--- config.mk ---
export PLATFORM = sky130hd
export DESIGN_NAME = writeBack
export DESIGN_NICKNAME = d
export VERILOG_FILES = /design/src/wbPkg.sv /design/src/wbLaneIf.sv /design/src/wbLaneReg.sv /design/src/branchResolve.sv /design/src/wbLaneFormat.sv /design/src/writeBack.sv
export SDC_FILE = /design/constraint.sdc
export NUM_CORES = 1
export LEC_CHECK = 0
export ABC_AREA = 1
export BUFFER_PORTS_ARGS = -buffer_cell sky130_fd_sc_hd__clkbuf_2
export CORE_AREA = 2 2 269 271
export DETAILED_ROUTE_END_ITERATION = 6
export DIE_AREA = 0 0 271 273
export SYNTH_ARGS = -nofsm -noshare
export SYNTH_HDL_FRONTEND = slang
export SYNTH_HIERARCHICAL = 1
export SYNTH_SLANG_ARGS = --single-unit
--- constraint.sdc ---
create_clock -name clk -period 3.2 [get_ports clk]
set_input_delay 0.64 -clock clk [delete_from_list [all_inputs] [get_ports clk]]
set_output_delay 0.64 -clock clk [all_outputs]
set_load 0.03 [all_outputs]
--- src/wbPkg.sv ---
// widths, flag bit positions and packet structs of the writeback stage.
package wbPkg;

        // ============================================================
        // widths
        // ============================================================
        localparam int checkpoints       = 4;   // branch mask width.
        localparam int checkpointsLog    = 2;
        localparam int executionFlags    = 6;
        localparam int writebackFlags    = 4;   // low flags seen by the active list.
        localparam int sizePhysicalLog   = 7;
        localparam int sizeActiveListLog = 7;
        localparam int sizeData          = 32;
        localparam int sizeIssueQLog     = 5;
        localparam int sizeLsqLog        = 5;
        localparam int sizeCtiLog        = 4;
        localparam int sizePc            = 32;

        // ============================================================
        // execution flag bits
        // ============================================================
        localparam int flagMispredict  = 0;
        localparam int flagException   = 1;
        localparam int flagLdViolation = 2;
        localparam int flagBranch      = 3;
        localparam int flagDestValid   = 4;     // result has a destination, gates bypass.
        localparam int flagConditional = 5;

        // ============================================================
        // packets
        // ============================================================
        typedef struct packed {
                logic [checkpoints-1:0]         branchMask;
                logic [executionFlags-1:0]      flags;
                logic [sizePhysicalLog-1:0]     phyDest;
                logic [sizeActiveListLog-1:0]   alId;
                logic [sizeData-1:0]            data;
                logic [sizeIssueQLog-1:0]       iqEntry;
                logic [sizeLsqLog-1:0]          lsqId;
                logic [checkpointsLog-1:0]      smtId;
                logic [sizeCtiLog-1:0]          ctiIndex;
                logic [sizePc-1:0]              targetAddr;
                logic                           brDirection;
        } exePacket_t;

        typedef struct packed {
                logic [checkpoints-1:0]         branchMask;
                logic [executionFlags-1:0]      flags;
                logic [sizeData-1:0]            data;
                logic [sizePhysicalLog-1:0]     phyDest;
                logic [sizeActiveListLog-1:0]   alId;
                logic [sizeIssueQLog-1:0]       iqEntry;
        } lsuPacket_t;

        // control word written into the active list.
        typedef struct packed {
                logic [sizeActiveListLog-1:0]   alId;
                logic [writebackFlags-1:0]      flags;
        } ctrlFu_t;

        typedef struct packed {
                logic [sizePhysicalLog-1:0]     phyDest;
                logic [sizeData-1:0]            data;
                logic [checkpointsLog-1:0]      smtId;
        } bypassPacket_t;

        typedef struct packed {
                logic                           valid;
                logic [sizeActiveListLog-1:0]   alId;
        } ldViolation_t;

endpackage

--- src/wbLaneIf.sv ---
// registered lane interface and the branch squash broadcast interface.
`timescale 1ns/1ps

// one registered result lane in common form.
interface wbLaneIf;
        logic                                   valid;
        logic [wbPkg::checkpoints-1:0]          branchMask;
        logic [wbPkg::executionFlags-1:0]       flags;
        logic [wbPkg::sizePhysicalLog-1:0]      phyDest;
        logic [wbPkg::sizeActiveListLog-1:0]    alId;
        logic [wbPkg::sizeData-1:0]             data;
        logic [wbPkg::checkpointsLog-1:0]       smtId;

        modport laneReg (
                output valid, branchMask, flags, phyDest, alId, data, smtId
        );

        modport laneFmt (
                input  valid, branchMask, flags, phyDest, alId, data, smtId
        );
endinterface

// mispredict event from the branch lane, seen by every lane.
interface squashIf;
        logic                                   squashValid;
        logic [wbPkg::checkpointsLog-1:0]       squashId;       // checkpoint to kill.

        modport resolver (
                output squashValid, squashId
        );

        modport listener (
                input  squashValid, squashId
        );
endinterface

--- src/wbLaneReg.sv ---
// one-cycle input register for a single writeback result lane.
`timescale 1ns/1ps

module wbLaneReg (
        input  logic                                    clk,
        input  logic                                    reset,
        input  logic                                    valid_i,
        input  logic [wbPkg::checkpoints-1:0]           branchMask_i,
        input  logic [wbPkg::executionFlags-1:0]        flags_i,
        input  logic [wbPkg::sizePhysicalLog-1:0]       phyDest_i,
        input  logic [wbPkg::sizeActiveListLog-1:0]     alId_i,
        input  logic [wbPkg::sizeData-1:0]              data_i,
        input  logic [wbPkg::checkpointsLog-1:0]        smtId_i,
        wbLaneIf.laneReg                                lane
);

        always_ff @(posedge clk)
        begin
                if (reset)
                begin
                        lane.valid <= 1'b0;
                end
                else
                begin
                        lane.valid <= valid_i;
                end
        end

        // fields hold while the lane is idle.
        always_ff @(posedge clk)
        begin
                if (valid_i)
                begin
                        lane.branchMask <= branchMask_i;
                        lane.flags      <= flags_i;
                        lane.phyDest    <= phyDest_i;
                        lane.alId       <= alId_i;
                        lane.data       <= data_i;
                        lane.smtId      <= smtId_i;
                end
        end

endmodule

--- src/branchResolve.sv ---
// branch lane resolution: branch field register, control outputs, squash event.
`timescale 1ns/1ps

module branchResolve (
        input  logic                                    clk,
        input  logic                                    reset,
        input  logic                                    valid_i,
        wbLaneIf.laneFmt                                lane2,
        input  logic [wbPkg::sizeCtiLog-1:0]            ctiIndex_i,
        input  logic [wbPkg::sizePc-1:0]                targetAddr_i,
        input  logic                                    brDirection_i,
        squashIf.resolver                               squash,
        output logic                                    ctrlVerified_o,
        output logic                                    ctrlMispredict_o,
        output logic                                    ctrlConditional_o,
        output logic [wbPkg::checkpointsLog-1:0]        ctrlSMTid_o,
        output logic [wbPkg::sizePc-1:0]                ctrlTargetAddr_o,
        output logic                                    ctrlBrDirection_o,
        output logic [wbPkg::sizeCtiLog-1:0]            ctrlCtiQueueIndex_o,
        output logic [wbPkg::sizePc-1:0]                computedAddr_o
);

        logic [wbPkg::sizeCtiLog-1:0]   ctiIndexReg;
        logic [wbPkg::sizePc-1:0]       targetAddrReg;
        logic                           brDirectionReg;
        logic                           mispredict;

        // ============================================================
        // branch fields, same load rule as the lane register
        // ============================================================
        always_ff @(posedge clk)
        begin
                if (reset)
                begin
                        ctiIndexReg    <= '0;
                        targetAddrReg  <= '0;
                        brDirectionReg <= 1'b0;
                end
                else if (valid_i)
                begin
                        ctiIndexReg    <= ctiIndex_i;
                        targetAddrReg  <= targetAddr_i;
                        brDirectionReg <= brDirection_i;
                end
        end

        assign mispredict = lane2.flags[wbPkg::flagMispredict];

        assign ctrlVerified_o      = lane2.valid;
        assign ctrlMispredict_o    = mispredict;
        assign ctrlConditional_o   = lane2.flags[wbPkg::flagConditional];
        assign ctrlSMTid_o         = lane2.smtId;
        assign ctrlTargetAddr_o    = targetAddrReg;
        assign ctrlBrDirection_o   = brDirectionReg;
        assign ctrlCtiQueueIndex_o = ctiIndexReg;
        assign computedAddr_o      = targetAddrReg;     // only the branch lane computes one.

        // Kill everything younger than a verified wrong-path branch.
        assign squash.squashValid = lane2.valid & mispredict;
        assign squash.squashId    = lane2.smtId;

endmodule

--- src/wbLaneFormat.sv ---
// per-lane writeback valid with squash, active list control word and bypass packet.
`timescale 1ns/1ps

module wbLaneFormat (
        wbLaneIf.laneFmt                lane,
        squashIf.listener               squash,
        output logic                    writebkValid_o,
        output wbPkg::ctrlFu_t          ctrlFu_o,
        output logic                    bypassValid_o,
        output wbPkg::bypassPacket_t    bypassPacket_o
);

        logic squashHit;

        // result depends on the mispredicted checkpoint.
        assign squashHit = squash.squashValid & lane.branchMask[squash.squashId];

        assign writebkValid_o = lane.valid & ~squashHit;
        assign bypassValid_o  = lane.valid & lane.flags[wbPkg::flagDestValid];  // not squashed.

        always_comb
        begin
                ctrlFu_o.alId          = lane.alId;
                ctrlFu_o.flags         = lane.flags[wbPkg::writebackFlags-1:0];
                bypassPacket_o.phyDest = lane.phyDest;
                bypassPacket_o.data    = lane.data;
                bypassPacket_o.smtId   = lane.smtId;
        end

endmodule

--- src/writeBack.sv ---
// writeback stage top: three execution lanes, one load/store lane and branch resolution.
`timescale 1ns/1ps

module writeBack (
        input  logic                                    clk,
        input  logic                                    reset,

        input  logic                                    exePacketValid0_i,
        input  wbPkg::exePacket_t                       exePacket0_i,
        output logic                                    writebkValid0_o,
        output wbPkg::ctrlFu_t                          ctrlFU0_o,
        output logic                                    bypassValid0_o,
        output wbPkg::bypassPacket_t                    bypassPacket0_o,

        input  logic                                    exePacketValid1_i,
        input  wbPkg::exePacket_t                       exePacket1_i,
        output logic                                    writebkValid1_o,
        output wbPkg::ctrlFu_t                          ctrlFU1_o,
        output logic                                    bypassValid1_o,
        output wbPkg::bypassPacket_t                    bypassPacket1_o,

        input  logic                                    exePacketValid2_i,
        input  wbPkg::exePacket_t                       exePacket2_i,
        output logic                                    writebkValid2_o,
        output wbPkg::ctrlFu_t                          ctrlFU2_o,
        output logic                                    bypassValid2_o,
        output wbPkg::bypassPacket_t                    bypassPacket2_o,
        output logic [wbPkg::sizePc-1:0]                computedAddr2_o,

        input  logic                                    lsuPacketValid0_i,
        input  wbPkg::lsuPacket_t                       lsuPacket0_i,
        input  wbPkg::ldViolation_t                     ldViolationPacket_i,
        output logic                                    writebkValid3_o,
        output wbPkg::ctrlFu_t                          ctrlFU3_o,
        output logic                                    bypassValid3_o,
        output wbPkg::bypassPacket_t                    bypassPacket3_o,
        output logic                                    agenIqFreedValid0_o,
        output logic [wbPkg::sizeIssueQLog-1:0]         agenIqEntry0_o,
        output wbPkg::ldViolation_t                     ldViolationPacket_o,

        output logic                                    ctrlVerified_o,
        output logic                                    ctrlMispredict_o,
        output logic                                    ctrlConditional_o,
        output logic [wbPkg::checkpointsLog-1:0]        ctrlSMTid_o,
        output logic [wbPkg::sizePc-1:0]                ctrlTargetAddr_o,
        output logic                                    ctrlBrDirection_o,
        output logic [wbPkg::sizeCtiLog-1:0]            ctrlCtiQueueIndex_o
);

        wbLaneIf lane0 ();
        wbLaneIf lane1 ();
        wbLaneIf lane2 ();
        wbLaneIf lane3 ();      // load/store lane.
        squashIf squashBus ();

        logic [wbPkg::sizeIssueQLog-1:0]        lsuIqEntry;
        wbPkg::ldViolation_t                    ldViolation;

        // ============================================================
        // input registers
        // ============================================================
        wbLaneReg lane0Reg (
                .clk(clk), .reset(reset), .valid_i(exePacketValid0_i),
                .branchMask_i(exePacket0_i.branchMask), .flags_i(exePacket0_i.flags),
                .phyDest_i(exePacket0_i.phyDest), .alId_i(exePacket0_i.alId),
                .data_i(exePacket0_i.data), .smtId_i(exePacket0_i.smtId), .lane(lane0)
        );

        wbLaneReg lane1Reg (
                .clk(clk), .reset(reset), .valid_i(exePacketValid1_i),
                .branchMask_i(exePacket1_i.branchMask), .flags_i(exePacket1_i.flags),
                .phyDest_i(exePacket1_i.phyDest), .alId_i(exePacket1_i.alId),
                .data_i(exePacket1_i.data), .smtId_i(exePacket1_i.smtId), .lane(lane1)
        );

        wbLaneReg lane2Reg (
                .clk(clk), .reset(reset), .valid_i(exePacketValid2_i),
                .branchMask_i(exePacket2_i.branchMask), .flags_i(exePacket2_i.flags),
                .phyDest_i(exePacket2_i.phyDest), .alId_i(exePacket2_i.alId),
                .data_i(exePacket2_i.data), .smtId_i(exePacket2_i.smtId), .lane(lane2)
        );

        // load/store results carry no checkpoint id.
        wbLaneReg lane3Reg (
                .clk(clk), .reset(reset), .valid_i(lsuPacketValid0_i),
                .branchMask_i(lsuPacket0_i.branchMask), .flags_i(lsuPacket0_i.flags),
                .phyDest_i(lsuPacket0_i.phyDest), .alId_i(lsuPacket0_i.alId),
                .data_i(lsuPacket0_i.data), .smtId_i('0), .lane(lane3)
        );

        // ============================================================
        // branch resolution and lane formatting
        // ============================================================
        branchResolve branchRes (
                .clk(clk), .reset(reset), .valid_i(exePacketValid2_i), .lane2(lane2),
                .ctiIndex_i(exePacket2_i.ctiIndex), .targetAddr_i(exePacket2_i.targetAddr),
                .brDirection_i(exePacket2_i.brDirection), .squash(squashBus),
                .ctrlVerified_o(ctrlVerified_o), .ctrlMispredict_o(ctrlMispredict_o),
                .ctrlConditional_o(ctrlConditional_o), .ctrlSMTid_o(ctrlSMTid_o),
                .ctrlTargetAddr_o(ctrlTargetAddr_o), .ctrlBrDirection_o(ctrlBrDirection_o),
                .ctrlCtiQueueIndex_o(ctrlCtiQueueIndex_o), .computedAddr_o(computedAddr2_o)
        );

        wbLaneFormat lane0Fmt (
                .lane(lane0), .squash(squashBus), .writebkValid_o(writebkValid0_o),
                .ctrlFu_o(ctrlFU0_o), .bypassValid_o(bypassValid0_o),
                .bypassPacket_o(bypassPacket0_o)
        );

        wbLaneFormat lane1Fmt (
                .lane(lane1), .squash(squashBus), .writebkValid_o(writebkValid1_o),
                .ctrlFu_o(ctrlFU1_o), .bypassValid_o(bypassValid1_o),
                .bypassPacket_o(bypassPacket1_o)
        );

        wbLaneFormat lane2Fmt (
                .lane(lane2), .squash(squashBus), .writebkValid_o(writebkValid2_o),
                .ctrlFu_o(ctrlFU2_o), .bypassValid_o(bypassValid2_o),
                .bypassPacket_o(bypassPacket2_o)
        );

        wbLaneFormat lane3Fmt (
                .lane(lane3), .squash(squashBus), .writebkValid_o(writebkValid3_o),
                .ctrlFu_o(ctrlFU3_o), .bypassValid_o(bypassValid3_o),
                .bypassPacket_o(bypassPacket3_o)
        );

        // ============================================================
        // load/store side
        // ============================================================
        always_ff @(posedge clk)
        begin
                if (lsuPacketValid0_i)
                begin
                        lsuIqEntry <= lsuPacket0_i.iqEntry;
                end
        end

        always_ff @(posedge clk)
        begin
                if (reset)
                begin
                        ldViolation <= '0;
                end
                else if (lsuPacketValid0_i)
                begin
                        ldViolation <= ldViolationPacket_i;
                end
        end

        assign agenIqFreedValid0_o = lane3.valid;        // entry frees on writeback.
        assign agenIqEntry0_o      = lsuIqEntry;
        assign ldViolationPacket_o = ldViolation;

endmodule

==> results of run 1 <==
cells in the final DEF (no fill, tap or decap):
cell	count
sky130_fd_sc_hd__clkinv_1	1
sky130_fd_sc_hd__bufinv_16	6
sky130_fd_sc_hd__clkinv_4	2
sky130_fd_sc_hd__clkinvlp_4	4
sky130_fd_sc_hd__inv_6	3
sky130_fd_sc_hd__inv_2	1
sky130_fd_sc_hd__clkbuf_16	31
sky130_fd_sc_hd__nand2_2	1
sky130_fd_sc_hd__clkinv_2	3
sky130_fd_sc_hd__clkbuf_2	584
sky130_fd_sc_hd__diode_2	1
sky130_fd_sc_hd__buf_12	3
sky130_fd_sc_hd__nor2_2	5
sky130_fd_sc_hd__nand3_1	12
sky130_fd_sc_hd__clkbuf_1	2
sky130_fd_sc_hd__buf_4	8
sky130_fd_sc_hd__edfxtp_1	234
sky130_fd_sc_hd__conb_1	2
sky130_fd_sc_hd__nor2_1	89
sky130_fd_sc_hd__inv_1	67
sky130_fd_sc_hd__nand2_1	114
sky130_fd_sc_hd__clkbuf_8	6
sky130_fd_sc_hd__dfxtp_1	49
layout make-up:
cell class | count | area (sq um) | share of cell area [%]
clock inverter | 19 | 273 | 1.88
antenna | 1 | 2.50 | 0.0173
tap | 950 | 1190 | 8.20
inverter | 68 | 255 | 1.76
clock buffer | 39 | 866 | 5.97
multi-input combinational | 223 | 867 | 5.98
timing repair buffer | 595 | 3040 | 21.0
sequential | 283 | 8010 | 55.2
layer usage:
layer / GRT usage, % / vias up / share of wire (%)
met3: 3.61 / 46 / 11
met2: 13.4 / 366 / 49
met5: 0 / - / 0.11
met1: 8.21 / 3077 / 37
li1: - / 3193 / -
met4: 2.11 / 6 / 2.7
registers in the layout (all words and copies together) (netlist names), 4 cells and up:
register and flops:
branchRes/computedAddr_o 32, lane0Reg/lane.data 32, lane1Reg/lane.data 32, lane2Reg/lane.data 32, lane3Reg/lane.data 32, ldViolationPacket_o 8, lane0Reg/lane.alId 7, lane0Reg/lane.phyDest 7
lane1Reg/lane.alId 7, lane1Reg/lane.phyDest 7, lane2Reg/lane.alId 7, lane2Reg/lane.phyDest 7, lane3Reg/lane.alId 7, lane3Reg/lane.phyDest 7, lane2Reg/lane.flags 6, agenIqEntry0_o 5
lane0Reg/lane.flags 5, lane1Reg/lane.flags 5, lane3Reg/lane.flags 5, branchRes/ctrlCtiQueueIndex_o 4, lane0Reg/lane.branchMask 4, lane1Reg/lane.branchMask 4, lane2Reg/lane.branchMask 4, lane3Reg/lane.branchMask 4
critical path: stages, from the launching register on:
cell and delay (ns):
sky130_fd_sc_hd__edfxtp_1 0.51, sky130_fd_sc_hd__buf_4 0.23, sky130_fd_sc_hd__nand2_1 0.06, sky130_fd_sc_hd__nand3_1 0.07, sky130_fd_sc_hd__nand3_1 0.13, sky130_fd_sc_hd__nand2_1 0.12, sky130_fd_sc_hd__inv_1 0.08, sky130_fd_sc_hd__clkbuf_2 0.19
worst min path at each step:
stage                                        to                             start  slack (ns)  cells after the start
2_1_floorplan            ldViolationPacket_o[4]            ldViolationPacket_o[4]        0.59                      2
3_3_place_gp   branchRes/ctrlCtiQueueIndex_o[3]  branchRes/ctrlCtiQueueIndex_o[3]        0.46                      2
3_5_place_dp   branchRes/ctrlCtiQueueIndex_o[2]  branchRes/ctrlCtiQueueIndex_o[2]        0.46                      2
4_1_cts                   lane2Reg/lane.data[2]                  exePacket2_i[51]        0.16                      1
5_1_grt                   lane2Reg/lane.data[2]                  exePacket2_i[51]        0.18                      1
6_report                  lane2Reg/lane.data[2]                  exePacket2_i[51]        0.22                      1
through the flow:
stage	instance area [sq um]	std cells	utilization [%]	total power [W]	worst slack [ns]
6_report	14500	2178	20.4	0.00963	0.592
2_1_floorplan	11100	834	-	0.00551	1.56
4_1_cts	14500	2177	20.4	0.00985	0.492
3_3_place_gp	13400	2119	18.8	0.00578	1.15
3_5_place_dp	13400	2119	18.8	0.00580	1.15
5_1_grt	14500	2177	20.4	0.0100	0.432
power by group:
group	total, W	leakage, nW	switching, W	internal, W
clock network	0.00393	0.548	0.00153	0.00240
logic	0.00129	3.41	0.000932	0.000360
registers	0.00441	2.70	0.000108	0.00430
total	0.00963	6.65	0.00257	0.00706
==> results.cfg, run 1 <==
[run_status]
outcome = finished, final reports clean

[worst_setup_path]
start_kind = flop
worst-setup-path-type = flop to output port
worst_setup_path_end_kind = output port
critPathCapture = writebkValid0_o
worst_setup_path_startpoint = lane2Reg/lane.smtId[0]
setup.reg_to_reg.worst_slack_ns = 2.56
worst_r2r_endpoint = branchRes/computedAddr_o[13]
crit-reg2reg-launch = branchRes/computedAddr_o[13]
path_max_fanout = 10
r2r.worst_path.cells = 2
cp.required_ns = 2.56
critical_path_arrival_ns = 1.97

[floorplanning]
chipHeight_microns = 273
row_count = 98
floorplan.core_area_sq_mm = 0.0710
die_area_sq_mm = 0.0740
die_w_microns = 271
io-pin-count = 694
initial_standard_cell_utilization_of_the_core_pct = 15.6

[pwr]
p_leak_nw = 6.65
vdd_ir_drop_max_mv = 0.479
pwr_density_cell_mw_per_mm2 = 664

[detailed_routing]
remaining_drc_errors = 0
drt_pre_antenna_iters = 4
routed_wire_length_per_instance_microns = 13.8
drt_wl_total_microns = 30100
ant_nets = 0
drt_iter0_markers = 262
drt-vias-per-instance = 3.07
detailroute.via_count = 6688

[timing]
finalSetupViolations = 0
max_freq_mhz = 383
final_period_minus_worst_setup_slack_ns = 2.61
setup_total_negative_slack_ns = 0
tightestPinTransition_ns = 0.808
rsz0062_at_grt = no
hold_viol_final = 0
fin_worst_skew_ns = 0
slew_violations = 0
fin_crit_sh_pct = 81.5
timing.max_slew.rel_slack_pct = 46.1
hold-worst-slack_ns = 0.220

[synth]
synth.avg_cell_area_sq_um = 13.3
syn_inst = 833
synth_area_sq_mm = 0.0111
ys.warnings.count = 6

[cells_and_area]
fill_cells = 7664
drive_gt1_share_pct = 53.5
final_net_count = 1592
synthToLayoutAreaGrowth_pct = 30.8

[clocking]
ctsLongestPathBuffers = 3
worst_path_clk_slew_ns = 0.07
clock_tree.root_cell = sky130_fd_sc_hd__clkbuf_16
cts_resized = 0
tritoncts_num_sinks = 283
cts_tree = done
clkLatencyLatePin_ns = 0.58
number_of_buffers_inserted_by_post_cts_setup_repair = 0
postCtsHoldBufs = 0
clock_tree.htree_level_count = 1
cts_buffers = 31

[grt]
grt_pass1_wl_microns = 42200
grt_util_all_layers_pct = 7.65
antenna_found_initial = 6
via_count_of_the_first_global_routing_pass = 6771
grt_max_degree = 62
globalRouteOverflowTotal = 0

[place]
dpl_hpwl_microns = 23700
portBuffers = 586
gp_congestion = 0.799

[flow_run]
max_cap_violation_count = 0

[worst_hold_path]
worst_hold_path_type = input pin to flop
Note: power is estimated with default switching activity, not from simulation.
==> run 2: changes to the inputs <==
==> constraint.sdc (replaced) <==
create_clock -name clk -period 2.24 [get_ports clk]
set_input_delay 0.448 -clock clk [delete_from_list [all_inputs] [get_ports clk]]
set_output_delay 0.448 -clock clk [all_outputs]
set_load 0.03 [all_outputs]
==> results.cfg, run 2 (same netlist as run 1, synthesis figures left out) <==
[cells_and_area]
final_net_count = 1599
synthToLayoutAreaGrowth_pct = 31.7
most-common-layout-cells = sky130_fd_sc_hd__clkbuf_2, sky130_fd_sc_hd__edfxtp_1, sky130_fd_sc_hd__nand2_1, sky130_fd_sc_hd__nor2_1, sky130_fd_sc_hd__inv_1
layout.cell_area.non_filler_sq_mm = 0.0146
mostFrequentLayoutCell = sky130_fd_sc_hd__clkbuf_2
drive_gt1_share_pct = 53.1

[grt]
globalRouteOverflowTotal = 0
grt_util_all_layers_pct = 7.58
grt_pass1_wl_microns = 41100
grt_max_degree = 59
via_count_of_the_first_global_routing_pass = 6502
antenna_found_initial = 3

[worst_setup_path]
start_kind = flop
critical_path_arrival_ns = 1.68
r2r.worst_path.cells = 2
number_of_gates_on_the_worst_path_with_buffers_counted = 7
critical_path.cell_chain = buf_12 > inv_1 > nand3_1 > nand3_1 > nand2_1 > inv_1 > buf_2
cp.required_ns = 1.79
worst-setup-path-type = flop to output port
critPathSlowestCell = sky130_fd_sc_hd__edfxtp_1
crit_family = flip-flops
worst_setup_path_end_kind = output port
cp_slowest_stage_delay_ns = 0.51
path_max_fanout = 6
timing.critical_path.buf_inv = 4

[floorplanning]
io-pin-count = 694
die_w_microns = 271
floorplan.core_area_sq_mm = 0.0710
die_area_sq_mm = 0.0740
row_count = 98
initial_standard_cell_utilization_of_the_core_pct = 15.6
chipHeight_microns = 273

[detailed_routing]
ant_nets = 0
drt_wl_total_microns = 29800
drt_pre_antenna_iters = 4
routed_wire_length_per_instance_microns = 13.7
drt_iter0_markers = 243
remaining_drc_errors = 0
drt-vias-per-instance = 3.05
detailroute.via_count = 6658

[pwr]
power.internal_w = 0.0102
p_leak_nw = 6.70
combinationalPowerShare_pct = 13.5
pwr_density_cell_mw_per_mm2 = 945
seqPwrFrac_pct = 45.6
vdd_ir_drop_max_mv = 0.495
p_switching_w = 0.00363
clkPwrFrac_pct = 40.9
power.share.switching_pct = 26.3

[place]
portBuffers = 586
dpl_hpwl_microns = 23600
gp_congestion = 0.794
post_dp_cell_area_sq_mm = 0.0134

[clocking]
tritoncts_num_sinks = 283
ctsLongestPathBuffers = 3
worst_path_clk_slew_ns = 0.06
clock_tree.root_cell = sky130_fd_sc_hd__clkbuf_16
clock_tree.htree_level_count = 2
cts_tree = done
clkLatencyLatePin_ns = 0.52
cts_buffers = 34

[run_status]
outcome = finished, final reports clean

[timing]
rsz0062_at_grt = no
hold_viol_final = 0
slew_violations = 0
setup_total_negative_slack_ns = 0
fin_worst_skew_ns = 0
final_period_minus_worst_setup_slack_ns = 2.13
finalSetupViolations = 0
fin_crit_sh_pct = 95.2
max_freq_mhz = 469

[worst_hold_path]
worst_hold_path_type = input pin to flop
timing.hold.worst_path_depth = 1

[flow_run]
max_cap_violation_count = 0
[run 2: cell count changes in the layout (fill, tap and decap cells not counted), moves of 3 or more]
cell,change
sky130_fd_sc_hd__clkbuf_16,+6
sky130_fd_sc_hd__inv_6,-3
sky130_fd_sc_hd__clkbuf_8,-5
sky130_fd_sc_hd__buf_12,+4
sky130_fd_sc_hd__clkbuf_2,-4
sky130_fd_sc_hd__clkbuf_1,+6
sky130_fd_sc_hd__clkinv_1,+4
[run 2: timing repair]
item | CTS | global route
buffers inserted | 4 | 0
hold endpoints to repair | 0 | 0
setup endpoints to repair | 4 | 4
hold buffers | 0 | 0
gates resized for setup | 3 | 7
[run 2: layout make-up]
type,instances,area (sq um)
well taps,950,1190
repair buffers,599,3130
flip-flops and latches,283,8010
diodes,1,2.50
inverters,68,255
clock inverters,16,179
clock buffers,46,970
multi-input cells,223,870
fillers,7688,56400
[run 2: path summary, 6_finish.rpt]
| check | start | end | slack, ns |
|---|---|---|---|
| min reg2reg | branchRes/ctrlCtiQueueIndex_o[2] | branchRes/ctrlCtiQueueIndex_o[2] | 0.47 |
| max reg2reg | branchRes/computedAddr_o[13] | branchRes/computedAddr_o[13] | 1.60 |
| min | lsuPacket0_i[48] | lane3Reg/lane.data[29] | 0.1 |
| max | lane2Reg/lane.smtId[1] | writebkValid1_o | 0.11 |
[run 2: through the flow]
stage	utilization, %	std cells	hold WS (ns)	total power [W]	setup slack, ns
3_5_place_dp	18.9	2119	0.466	0.00829	0.379
5_1_grt	20.6	2185	0.0531	0.0144	0.000381
4_1_cts	20.6	2185	0.0438	0.0141	0.00142
6_report	20.6	2186	0.0957	0.0138	0.107
2_1_floorplan	-	834	0.515	0.00787	0.791
3_3_place_gp	18.9	2119	0.459	0.00826	0.396
[run 2: metal layers]
layer  share of wire (%)  up-vias  global-route usage (%)  routed length [microns]
met1                  37     3037                    7.87                    10900
li1                    -     3208                       -                        -
met5                0.11        -                       0                       34
met4                 2.8        6                    2.70                      841
met2                  49      355                    13.0                    14500
met3                  12       52                    4.07                     3580
[run 2: power by group through the flow]
stage                     registers (W)  clock network, W  logic, W
after floorplan                 0.00648                 0   0.00139
after global placement          0.00640                 0   0.00186
after detailed placement        0.00641                 0   0.00188
after CTS                       0.00630           0.00592   0.00190
after global routing            0.00633           0.00608   0.00199
final                           0.00629           0.00564   0.00187
==> run 3: changes to the inputs <==
--- a/config.mk
+++ b/config.mk
@@ -7,9 +7,11 @@
 export LEC_CHECK = 0
 export ABC_AREA = 1
 export BUFFER_PORTS_ARGS = -buffer_cell sky130_fd_sc_hd__clkbuf_2
+export CAP_MARGIN = 5
 export CORE_AREA = 2 2 269 271
 export DETAILED_ROUTE_END_ITERATION = 6
 export DIE_AREA = 0 0 271 273
+export SKIP_CTS_REPAIR_TIMING = 1
 export SYNTH_ARGS = -nofsm -noshare
 export SYNTH_HDL_FRONTEND = slang
 export SYNTH_HIERARCHICAL = 1
==> constraint.sdc (replaced) <==
create_clock -name clk -period 2.64 [get_ports clk]
set_input_delay 0.528 -clock clk [delete_from_list [all_inputs] [get_ports clk]]
set_output_delay 0.528 -clock clk [all_outputs]
set_load 0.03 [all_outputs]
==> results.cfg, run 3 (same netlist as run 1, synthesis figures left out) <==
[run_status]
outcome = finished, final reports clean

[worst_setup_path]
critical-path-top-cell-by-count = sky130_fd_sc_hd__nand3_1
critPathSlowestCell = sky130_fd_sc_hd__edfxtp_1
timing.critical_path.buf_inv = 2
worst_setup_path_end_kind = output port
crit_family = flip-flops
cp.required_ns = 2.11
path_max_fanout = 10
worst-setup-path-type = flop to output port
critical_path_arrival_ns = 1.83
critical_path.cell_chain = nand3_1 > nand3_1 > nand2_1 > inv_1 > clkbuf_2
cp_slowest_stage_delay_ns = 0.64
start_kind = flop

[pwr]
power.share.switching_pct = 26.5
seqPwrFrac_pct = 44.7
pwr_density_cell_mw_per_mm2 = 817
clkPwrFrac_pct = 42.1
p_switching_w = 0.00317
power.internal_w = 0.00877
combinationalPowerShare_pct = 13.2
vdd_ir_drop_max_mv = 0.479
p_leak_nw = 6.73

[detailed_routing]
m1WireLength_microns = 11100
top_layer = met5
routed_wire_length_per_instance_microns = 13.9
drt_pre_antenna_iters = 4
ant_nets = 0
wl_met3_microns = 3690
drt_wl_total_microns = 30300
remaining_drc_errors = 0
detailroute.via_count = 6622
drt_iter0_markers = 281
drt-vias-per-instance = 3.03
wl_met2_microns = 14700

[timing]
finalSetupViolations = 0
setup_total_negative_slack_ns = 0
max_freq_mhz = 424
final_period_minus_worst_setup_slack_ns = 2.36
tightestPinTransition_ns = 0.601
fin_worst_skew_ns = 0
timing.max_slew.rel_slack_pct = 59.9
fin_crit_sh_pct = 89.2
postLayoutSetupSlackWorst_ns = 0.284
rsz0062_at_grt = no
slew_violations = 0
hold_viol_final = 0

[place]
place_ws_ns = 0.679
gp_congestion = 0.792
portBuffers = 586
dpl_hpwl_microns = 23800

[cells_and_area]
mostFrequentLayoutCell = sky130_fd_sc_hd__clkbuf_2
most-common-layout-cells = sky130_fd_sc_hd__clkbuf_2, sky130_fd_sc_hd__edfxtp_1, sky130_fd_sc_hd__nand2_1, sky130_fd_sc_hd__nor2_1, sky130_fd_sc_hd__inv_1
fill_cells = 7694
synthToLayoutAreaGrowth_pct = 31.8
drive_gt1_share_pct = 53.7
final_net_count = 1598

[grt]
grt_max_degree = 47
antenna_found_initial = 5
globalRouteOverflowTotal = 0
grt_pass1_wl_microns = 41900
via_count_of_the_first_global_routing_pass = 6543
grt_util_all_layers_pct = 7.74

[floorplanning]
floorplan.core_area_sq_mm = 0.0710
initial_standard_cell_utilization_of_the_core_pct = 15.6
io-pin-count = 694
chipHeight_microns = 273
die_area_sq_mm = 0.0740
row_count = 98
die_w_microns = 271

[clocking]
tritoncts_num_sinks = 283
clock_tree.htree_level_count = 2
ctsLongestPathBuffers = 3
clock_tree.root_cell = sky130_fd_sc_hd__clkbuf_16
worst_path_clk_slew_ns = 0.06
cts_tree = done
clkLatencyLatePin_ns = 0.52
cts_buffers = 34

[worst_hold_path]
worst_hold_path_type = input pin to flop

[flow_run]
max_cap_violation_count = 0
## run 3: cell types whose count changed in the layout (fill, tap and decap cells not counted), moves of 2 or more
cell                       change
sky130_fd_sc_hd__clkbuf_1      -6
sky130_fd_sc_hd__buf_12        -2
sky130_fd_sc_hd__clkinv_2      +6
sky130_fd_sc_hd__clkbuf_8      +2
sky130_fd_sc_hd__clkinv_1      -3
sky130_fd_sc_hd__clkbuf_2      +4
## run 3: final timing paths
path,startpoint,end,slack (ns),cells after the start
max reg2reg,branchRes/computedAddr_o[24],branchRes/computedAddr_o[24],1.99,2
max,lane2Reg/lane.smtId[1],writebkValid0_o,0.28,5
min,exePacket2_i[63],lane2Reg/lane.data[14],0.16,1
min reg2reg,ldViolationPacket_o[7],ldViolationPacket_o[7],0.47,2
## run 3: metrics by stage
| step | instance area [sq um] | cells | power [W] | utilization, % | hold slack [ns] |
|---|---|---|---|---|---|
| 3_5_place_dp | 13400 | 2119 | 0.00704 | 18.9 | 0.465 |
| 5_1_grt | 14600 | 2184 | 0.0124 | 20.6 | 0.126 |
| 6_report | 14600 | 2186 | 0.0119 | 20.6 | 0.164 |
| 2_1_floorplan | 11100 | 834 | 0.00668 | - | 0.593 |
| 4_1_cts | 14600 | 2181 | 0.0122 | 20.6 | 0.108 |
| 3_3_place_gp | 13400 | 2119 | 0.00701 | 18.9 | 0.459 |
## run 3: metal layers
metal / track usage [%] / vias up
met4: 3.10 / 4
met5: 0 / -
met2: 13.1 / 362
li1: - / 3205
met3: 3.99 / 55
met1: 8.11 / 2996
## run 3: power by group through the flow
stage          Clock [W]  Sequential (W)  Combinational (W)
2_1_floorplan          0         0.00550            0.00118
3_3_place_gp           0         0.00543            0.00158
5_1_grt          0.00539         0.00537            0.00168
3_5_place_dp           0         0.00544            0.00159
4_1_cts          0.00524         0.00535            0.00160
6_report         0.00502         0.00534            0.00158
## run 3: area by class of cell
class	count	area (sq um)	area share [%]
sequential	283	8010	54.8
antenna	2	5.00	0.0342
tap	950	1190	8.13
clock buffer	42	975	6.67
multi-input combinational	223	867	5.93
clock inverter	20	231	1.58
inverter	68	255	1.75
timing repair buffer	598	3090	21.1
